<file path="config.mk">
export PLATFORM = sky130hd
export DESIGN_NAME = matrix_fixed_adder
export DESIGN_NICKNAME = d
export VERILOG_FILES = /design/src/matrix_add_pkg.sv /design/src/credit_fifo.sv /design/src/fixed_add_stage.sv /design/src/matrix_fixed_adder.sv /design/src/matrix_walker.sv
export SDC_FILE = /design/constraint.sdc
export NUM_CORES = 1
export LEC_CHECK = 0
export ABC_CLOCK_PERIOD_IN_PS = 9800
export BUFFER_PORTS_ARGS = -buffer_cell sky130_fd_sc_hd__buf_2
export CAP_MARGIN = 0
export CORE_MARGIN = 2
export CORE_UTILIZATION = 25
export DETAILED_ROUTE_END_ITERATION = 7
export SLEW_MARGIN = 30
export SYNTH_ARGS = -nofsm -noshare
export SYNTH_HDL_FRONTEND = slang
export SYNTH_SLANG_ARGS = --single-unit
</file>
<file path="constraint.sdc">
create_clock -name CLK -period 9.8 [get_ports CLK]
set_input_delay 1.96 -clock CLK [delete_from_list [all_inputs] [get_ports CLK]]
set_output_delay 1.96 -clock CLK [all_outputs]
set_load 0.01 [all_outputs]
</file>
<file path="src/matrix_add_pkg.sv">
////////////////////////////////////////////////////////////
// Shared widths and beat formats for the matrix adder
// Elements are two's complement, fraction point is implicit
// and never looked at, so any Qm.n split works unchanged
////////////////////////////////////////////////////////////

package matrix_add_pkg;

  // Width of one signed fixed-point element
  localparam int DATA_SIZE = 16;

  // Element operation, one bit
  typedef enum logic {
    OP_ADD = 1'b0,
    OP_SUB = 1'b1
  } op_e;

  // One input element, 33 bits
  typedef struct packed {
    op_e                  operation;
    logic [DATA_SIZE-1:0] data_a;
    logic [DATA_SIZE-1:0] data_b;
  } op_pair_t;

  // Walker output, 35 bits
  // pair.operation holds the operation latched for the matrix
  typedef struct packed {
    op_pair_t pair;
    logic     end_row;
    logic     end_matrix;
  } walk_beat_t;

  // One output element, 19 bits
  typedef struct packed {
    logic [DATA_SIZE-1:0] data;
    logic                 overflow;
    logic                 end_row;
    logic                 end_matrix;
  } result_t;

endpackage

</file>
<file path="src/credit_fifo.sv">
////////////////////////////////////////////////////////////
// Credit-guarded buffer, any packed payload via beat_t
// Upstream must hold a credit per beat, no overflow check
// Output is registered, one beat per cycle at most
// One in_credit pulse per slot freed
////////////////////////////////////////////////////////////

`timescale 1ns/10ps

module credit_fifo #(
  parameter type beat_t       = logic,
  parameter int  DEPTH        = 4,
  parameter int  DEST_CREDITS = 4
) (
  input  logic  CLK,
  input  logic  RST,

  // Upstream side
  input  logic  in_valid,
  input  beat_t in_beat,
  output logic  in_credit,

  // Downstream side
  output logic  out_valid,
  output beat_t out_beat,
  input  logic  out_credit
);

  localparam int AW = (DEPTH > 1) ? $clog2(DEPTH) : 1;
  localparam int CW = $clog2(DEPTH + 1);
  localparam int KW = $clog2(DEST_CREDITS + 1);

  ////////////////////////////////////////////////////////////
  // Storage and pointers
  ////////////////////////////////////////////////////////////

  beat_t         mem [DEPTH];
  logic [AW-1:0] wr_ptr;
  logic [AW-1:0] rd_ptr;
  logic [CW-1:0] count;

  // Credits held for the downstream receiver
  logic [KW-1:0] credits;

  logic          send;

  // Wrap at DEPTH, works for any depth
  function automatic logic [AW-1:0] next_ptr(input logic [AW-1:0] ptr);
    logic [AW-1:0] nxt;
    nxt = (ptr == AW'(DEPTH - 1)) ? '0 : ptr + 1'b1;
    return nxt;
  endfunction

  // Oldest entry goes out when one is stored and a credit is held
  assign send = (count != '0) && (credits != '0);

  ////////////////////////////////////////////////////////////
  // Control
  ////////////////////////////////////////////////////////////

  always_ff @(posedge CLK or posedge RST) begin
    if (RST) begin
      wr_ptr    <= '0;
      rd_ptr    <= '0;
      count     <= '0;
      credits   <= KW'(DEST_CREDITS);
      out_valid <= 1'b0;
      in_credit <= 1'b0;
    end else begin
      if (in_valid) begin
        wr_ptr <= next_ptr(wr_ptr);
      end
      if (send) begin
        rd_ptr <= next_ptr(rd_ptr);
      end
      // Push and pop may meet in one cycle
      count     <= count + CW'(in_valid) - CW'(send);
      // Spend on send, regain on each returned pulse
      credits   <= credits - KW'(send) + KW'(out_credit);
      out_valid <= send;
      // Slot freed in the same cycle the beat leaves
      in_credit <= send;
    end
  end

  ////////////////////////////////////////////////////////////
  // Payload
  ////////////////////////////////////////////////////////////

  always_ff @(posedge CLK) begin
    if (in_valid) begin
      mem[wr_ptr] <= in_beat;
    end
    if (send) begin
      out_beat <= mem[rd_ptr];
    end
  end

endmodule

</file>
<file path="src/fixed_add_stage.sv">
////////////////////////////////////////////////////////////
// Registered signed add or subtract with saturation
// Clamps to the most positive or most negative value
// and flags overflow, no rounding
////////////////////////////////////////////////////////////

`timescale 1ns/10ps

module fixed_add_stage (
  input  logic                       CLK,
  input  logic                       RST,

  input  logic                       in_valid,
  input  matrix_add_pkg::walk_beat_t in_beat,

  output logic                       out_valid,
  output matrix_add_pkg::result_t    out_beat
);

  localparam int DS = matrix_add_pkg::DATA_SIZE;

  // Saturation limits
  localparam logic [DS-1:0] MAX_VAL = {1'b0, {(DS - 1){1'b1}}};
  localparam logic [DS-1:0] MIN_VAL = {1'b1, {(DS - 1){1'b0}}};

  logic [DS:0]   a_ext;
  logic [DS:0]   b_ext;
  logic [DS:0]   full;
  logic          overflow;
  logic [DS-1:0] clamped;

  // One guard bit, sign extended
  assign a_ext = {in_beat.pair.data_a[DS-1], in_beat.pair.data_a};
  assign b_ext = {in_beat.pair.data_b[DS-1], in_beat.pair.data_b};

  assign full = (in_beat.pair.operation == matrix_add_pkg::OP_SUB) ?
                a_ext - b_ext : a_ext + b_ext;

  // Guard bit differs from sign bit when out of range
  assign overflow = full[DS] ^ full[DS-1];

  // Guard bit is the sign of the true result
  assign clamped = !overflow ? full[DS-1:0] :
                   (full[DS] ? MIN_VAL : MAX_VAL);

  always_ff @(posedge CLK or posedge RST) begin
    if (RST) begin
      out_valid <= 1'b0;
    end else begin
      out_valid <= in_valid;
    end
  end

  always_ff @(posedge CLK) begin
    if (in_valid) begin
      out_beat.data       <= clamped;
      out_beat.overflow   <= overflow;
      out_beat.end_row    <= in_beat.end_row;
      out_beat.end_matrix <= in_beat.end_matrix;
    end
  end

endmodule

</file>
<file path="src/matrix_fixed_adder.sv">
////////////////////////////////////////////////////////////
// Streaming element-wise matrix add or subtract
// Credited links on both sides, source starts with
// IN_DEPTH credits and the sink grants OUT_DEPTH
// Operation and sizes are taken per matrix at element 0
////////////////////////////////////////////////////////////

`timescale 1ns/10ps

module matrix_fixed_adder #(
  parameter int IN_DEPTH     = 4,
  parameter int OUT_DEPTH    = 4,
  parameter int CONTROL_SIZE = 8
) (
  input  logic                     CLK,
  input  logic                     RST,

  input  logic [CONTROL_SIZE-1:0]  size_i,
  input  logic [CONTROL_SIZE-1:0]  size_j,

  input  logic                     in_valid,
  input  matrix_add_pkg::op_pair_t in_beat,
  output logic                     in_credit,

  output logic                     out_valid,
  output matrix_add_pkg::result_t  out_beat,
  input  logic                     out_credit
);

  ////////////////////////////////////////////////////////////
  // Stage links
  ////////////////////////////////////////////////////////////

  logic                       pair_valid;
  matrix_add_pkg::op_pair_t   pair_beat;
  logic                       walk_valid;
  matrix_add_pkg::walk_beat_t walk_beat;
  logic                       res_valid;
  matrix_add_pkg::result_t    res_beat;

  // Output buffer slot returns, spent by the input buffer
  logic                       res_credit;

  // Input buffer holds credits for the output buffer slots
  credit_fifo #(
    .beat_t      (matrix_add_pkg::op_pair_t),
    .DEPTH       (IN_DEPTH),
    .DEST_CREDITS(OUT_DEPTH)
  ) u_in_fifo (
    .CLK       (CLK),
    .RST       (RST),
    .in_valid  (in_valid),
    .in_beat   (in_beat),
    .in_credit (in_credit),
    .out_valid (pair_valid),
    .out_beat  (pair_beat),
    .out_credit(res_credit)
  );

  matrix_walker #(
    .CONTROL_SIZE(CONTROL_SIZE)
  ) u_walker (
    .CLK      (CLK),
    .RST      (RST),
    .in_valid (pair_valid),
    .in_beat  (pair_beat),
    .size_i   (size_i),
    .size_j   (size_j),
    .out_valid(walk_valid),
    .out_beat (walk_beat)
  );

  fixed_add_stage u_add (
    .CLK      (CLK),
    .RST      (RST),
    .in_valid (walk_valid),
    .in_beat  (walk_beat),
    .out_valid(res_valid),
    .out_beat (res_beat)
  );

  credit_fifo #(
    .beat_t      (matrix_add_pkg::result_t),
    .DEPTH       (OUT_DEPTH),
    .DEST_CREDITS(OUT_DEPTH)
  ) u_out_fifo (
    .CLK       (CLK),
    .RST       (RST),
    .in_valid  (res_valid),
    .in_beat   (res_beat),
    .in_credit (res_credit),
    .out_valid (out_valid),
    .out_beat  (out_beat),
    .out_credit(out_credit)
  );

endmodule

</file>
<file path="src/matrix_walker.sv">
////////////////////////////////////////////////////////////
// Element position counter for a row-major matrix stream
// size_i and size_j must be nonzero and held stable from
// the first element of a matrix until its last
// Never stalls, one cycle from input to tagged beat
////////////////////////////////////////////////////////////

`timescale 1ns/10ps

module matrix_walker #(
  parameter int CONTROL_SIZE = 8
) (
  input  logic                           CLK,
  input  logic                           RST,

  input  logic                           in_valid,
  input  matrix_add_pkg::op_pair_t       in_beat,

  // Matrix sizes, rows and columns
  input  logic [CONTROL_SIZE-1:0]        size_i,
  input  logic [CONTROL_SIZE-1:0]        size_j,

  output logic                           out_valid,
  output matrix_add_pkg::walk_beat_t     out_beat
);

  // Current row and column
  logic [CONTROL_SIZE-1:0] index_i;
  logic [CONTROL_SIZE-1:0] index_j;

  // Per-matrix values taken at its first element
  logic [CONTROL_SIZE-1:0] size_i_lat;
  logic [CONTROL_SIZE-1:0] size_j_lat;
  matrix_add_pkg::op_e     op_lat;

  logic                    first;
  logic [CONTROL_SIZE-1:0] cur_size_i;
  logic [CONTROL_SIZE-1:0] cur_size_j;
  matrix_add_pkg::op_e     cur_op;
  logic                    last_col;
  logic                    last_row;

  ////////////////////////////////////////////////////////////
  // Position decode
  ////////////////////////////////////////////////////////////

  assign first      = (index_i == '0) && (index_j == '0);

  // Live values on the first element, latched ones after
  assign cur_size_i = first ? size_i : size_i_lat;
  assign cur_size_j = first ? size_j : size_j_lat;
  assign cur_op     = first ? in_beat.operation : op_lat;

  assign last_col   = (index_j == cur_size_j - CONTROL_SIZE'(1));
  assign last_row   = (index_i == cur_size_i - CONTROL_SIZE'(1));

  ////////////////////////////////////////////////////////////
  // Index and latch state
  ////////////////////////////////////////////////////////////

  always_ff @(posedge CLK or posedge RST) begin
    if (RST) begin
      index_i    <= '0;
      index_j    <= '0;
      size_i_lat <= '0;
      size_j_lat <= '0;
      op_lat     <= matrix_add_pkg::OP_ADD;
      out_valid  <= 1'b0;
    end else begin
      out_valid <= in_valid;
      if (in_valid) begin
        if (first) begin
          size_i_lat <= size_i;
          size_j_lat <= size_j;
          op_lat     <= in_beat.operation;
        end
        // Column steps every beat, row steps at row end
        if (last_col) begin
          index_j <= '0;
          index_i <= last_row ? '0 : index_i + CONTROL_SIZE'(1);
        end else begin
          index_j <= index_j + CONTROL_SIZE'(1);
        end
      end
    end
  end

  // Tagged beat, operation replaced by the matrix one
  always_ff @(posedge CLK) begin
    if (in_valid) begin
      out_beat.pair           <= in_beat;
      out_beat.pair.operation <= cur_op;
      out_beat.end_row        <= last_col;
      out_beat.end_matrix     <= last_col && last_row;
    end
  end

endmodule

</file>
==> metrics.txt <==
status complete, but fails checks; failing checks DRC; Post-Route Setup TNS 0 ps; number of primary I/O pins 74; number of hold buffers added after CTS 0; cell area reported after detailed placement about 0.017 mm²; Vias per Instance between 4 and 5; Critical Path AT between 5000 and 6000 ps; post-layout min period around 4700 ps; minimum setup slack in the final design 5052 ps; layout net count approximately 1.1k; Sequential Power Share 0.522; count of input and output buffers between 70 and 80; register bit total from synthesis 371; Max VDD drop 0.1177 mV; total routing usage reported by global routing 0.09319; floorplan core area ~0.061 mm²; Crit Path Max Fanout 12; final design instance area without fill 0.01817 mm²; cell area power density 196.2 mW/mm²; drt drc 1; startpoint-to-endpoint class of the critical path flop to flop; logic gate share of total power 0.053; Initial Utilization 0.2516; clk slew on worst S/H paths 60 ps; EDFF count, synth 314; Synth Flop Type sky130_fd_sc_hd__edfxtp_1; type of destination of the critical path flop; count of endpoints failing setup in the final report 0; net switching share of the total power 0.2147; Tightest Pin Transition roughly 860 ps; site row count around 90; HPWL after detailed placement between 15,000 and 20,000 µm; Chip Height 252.7 µm; via count roughly 8k; number of nets produced by synthesis around 1.0k; RSZ-0062 raised after global routing no; ys async rst share 0.1536; number of antenna-violating nets in the routed design 0; Layout Skew 29.52 ps; count of synthesis-stage warnings from yosys 0; Leakage Power between 6 and 7 nW; drt initial violations 574; leading cell type in the layout, fill and taps excluded sky130_fd_sc_hd__edfxtp_1; fin crit share 0.4845; max-slew violation total from the final report 0; CTS max path bufs 3; CTS H-tree lvls 2; Switch Pwr 0.7656 mW; TritonCTS clock tree built; mean cell area of the mapped netlist about 17 µm²; required time reported for the critical path endpoint around 10,000 ps; pre-CTS WS approximately 5100 ps; number of antenna violations at the first check in global routing 9; startpoint type of the worst setup path flop; number of buffers inserted during clock tree synthesis roughly 40; maximum number of pins on one net before global-route repair 59; internal power component between 2 and 3 mW; Pwr Total between 3 and 4 mW; sequential area share after synthesis 0.7019; final number of hold-violating endpoints 0; total detailed-routing wirelength ~29,000 µm; Worst-Skew Late Latency 560 ps; Pre-Repair DR Iteration Count 8; DR WL/cell between 15 and 20 µm; part of the power in the clock network 0.425; Resized cells post-CTS 0; die area 0.06388 mm²; area growth from synthesis to layout 17.47%; most frequent cells in the layout sky130_fd_sc_hd__edfxtp_1 (314), sky130_fd_sc_hd__buf_2 (73), sky130_fd_sc_hd__dfrtp_1 (53); Worst slew margin 0.4214; highest clock frequency the design can meet ~210 MHz; number of max-cap violations 0; routability cong. 0.7598; clock tree sinks approximately 370; smallest hold slack between 400 and 500 ps; sum of overflow across all layers after global routing 0; area of the mapped netlist roughly 0.015 mm²; die outline width about 250 µm; worst min path class flop to flop; number of global-route vias before repair 8,384; CTS root buf sky130_fd_sc_hd__clkbuf_16; global-route wire length before repair between 40,000 and 50,000 µm; fraction of final layout cells sized beyond drive strength 1 0.2223; Post-Synthesis Cells around 900; count of cell types in the netlist 62; number of diodes 0; number of buffers added for setup after CTS 0
==> routing by layer <==
metal / routed length [µm] / global-route usage / up-vias
li1: - / - / 3767
met1: 12750 / 0.1170 / 3951
met2: 13970 / 0.1563 / 175
met3: 1500 / 0.02225 / 70
met4: 789 / 0.03364 / 14
met5: 77 / 0 / -
==> synth_stat cells (all sizes together) (3+ instances only) <==
cell	instances	area share
nor4	7	0.0028
nor3b	3	0.0015
mux2i	16	0.010
o21a	3	0.0015
o211ai	5	0.0024
and2	13	0.0053
mux4	52	0.076
edfxtp	314	0.61
a21oi	30	0.0097
xnor2	45	0.025
mux2	18	0.013
inv	39	0.0095
ha	41	0.033
and3	5	0.0020
nor3	18	0.0061
nand4	3	0.0012
or4	4	0.0019
or4b	3	0.0019
nand2b	5	0.0020
clkbuf	14	0.0035
nand3	17	0.0055
o31ai	5	0.0024
a21o	4	0.0019
nor2b	5	0.0020
dfrtp	55	0.089
o21bai	4	0.0019
a22oi	5	0.0024
buf	14	0.0054
fa	5	0.0065
a211oi	8	0.0039
xor2	14	0.0079
nor2	54	0.013
o21ai	31	0.010
nand2	34	0.0083
a211o	3	0.0017
==> power groups by stage <==
| stage | clock, mW | sequential, mW | combinational (mW) |
|---|---|---|---|
| floorplan | 0 | 1.88 | 0.122 |
| global placement | 0 | 1.89 | 0.189 |
| detailed placement | 0 | 1.89 | 0.196 |
| CTS | 1.57 | 1.86 | 0.196 |
| global route | 1.63 | 1.87 | 0.215 |
| finish | 1.51 | 1.86 | 0.190 |
==> state kept, by name, summed over array words and instances (netlist names), 2 cells and up <==
name / cells
u_out_fifo.mem: 76
u_walker.out_beat: 35
u_out_fifo.out_beat: 19
u_walker.size_i_lat: 8
u_add.out_beat: 19
u_walker.size_j_lat: 8
u_walker.index_i: 8
u_in_fifo.out_beat: 33
u_out_fifo.wr_ptr: 2
u_out_fifo.rd_ptr: 2
u_in_fifo.rd_ptr: 2
u_in_fifo.credits: 3
u_out_fifo.credits: 3
u_walker.index_j: 8
u_in_fifo.count: 3
u_out_fifo.count: 3
u_in_fifo.wr_ptr: 2
u_in_fifo.mem: 132
==> worst paths after layout <==
path / from / end / slack, ps / depth (start not counted)
max: u_walker.out_beat[6] / u_add.out_beat[15] / 5050 / 13
min: u_in_fifo.out_beat[5] / u_walker.out_beat[7] / 420 / 0
min in group asynchronous: RST / u_walker.size_i_lat[6] / 1640 / 3
min reg2reg: u_in_fifo.out_beat[5] / u_walker.out_beat[7] / 420 / 0
max in group asynchronous: RST / u_in_fifo.rd_ptr[0] / 7580 / 3
max reg2reg: u_walker.out_beat[6] / u_add.out_beat[15] / 5050 / 13
==> critical path, stage by stage (launching register included) <==
cell,delay (ps)
sky130_fd_sc_hd__edfxtp_1,430
sky130_fd_sc_hd__or4_1,590
sky130_fd_sc_hd__or4_1,490
sky130_fd_sc_hd__nor3b_1,370
sky130_fd_sc_hd__nor2_1,90
sky130_fd_sc_hd__xnor2_1,150
sky130_fd_sc_hd__ha_1,380
sky130_fd_sc_hd__nand3_1,130
sky130_fd_sc_hd__a211oi_1,300
sky130_fd_sc_hd__nor2_1,140
sky130_fd_sc_hd__or4_1,520
sky130_fd_sc_hd__a2111o_1,440
sky130_fd_sc_hd__nand2_1,250
sky130_fd_sc_hd__o21ai_0,170
==> cells by family after synthesis <==
| group | Yosys count | synth area share |
|---|---|---|
| adders and majority gates | 48 | 0.04093 |
| DFF | 371 | 0.7019 |
| AOI/OAI and AO/OA | 110 | 0.04578 |
| muxes | 86 | 0.09917 |
| buffers and inverters | 67 | 0.01836 |
| xor gates and xnor gates | 59 | 0.03341 |
| and+or+nand+nor | 183 | 0.06042 |
==> layout make-up <==
cell class	instances	area, µm²
clock buffers	50	1080
multi-input cells	486	4342
clock inverters	24	276.5
well taps	790	988.4
inverters	39	146.4
fillers	6062	43310
flip-flops and latches	371	10860
repair buffers	87	478.0
==> metrics by stage <==
step / cells / utilization
6_report: 1847 / 0.2955
5_1_grt: 1847 / 0.2955
4_1_cts: 1846 / 0.2953
3_5_place_dp: 1772 / 0.2732
3_3_place_gp: 1772 / 0.2732
2_1_floorplan: 924 / -
No activity file was read; power rests on OpenSTA's default activity.
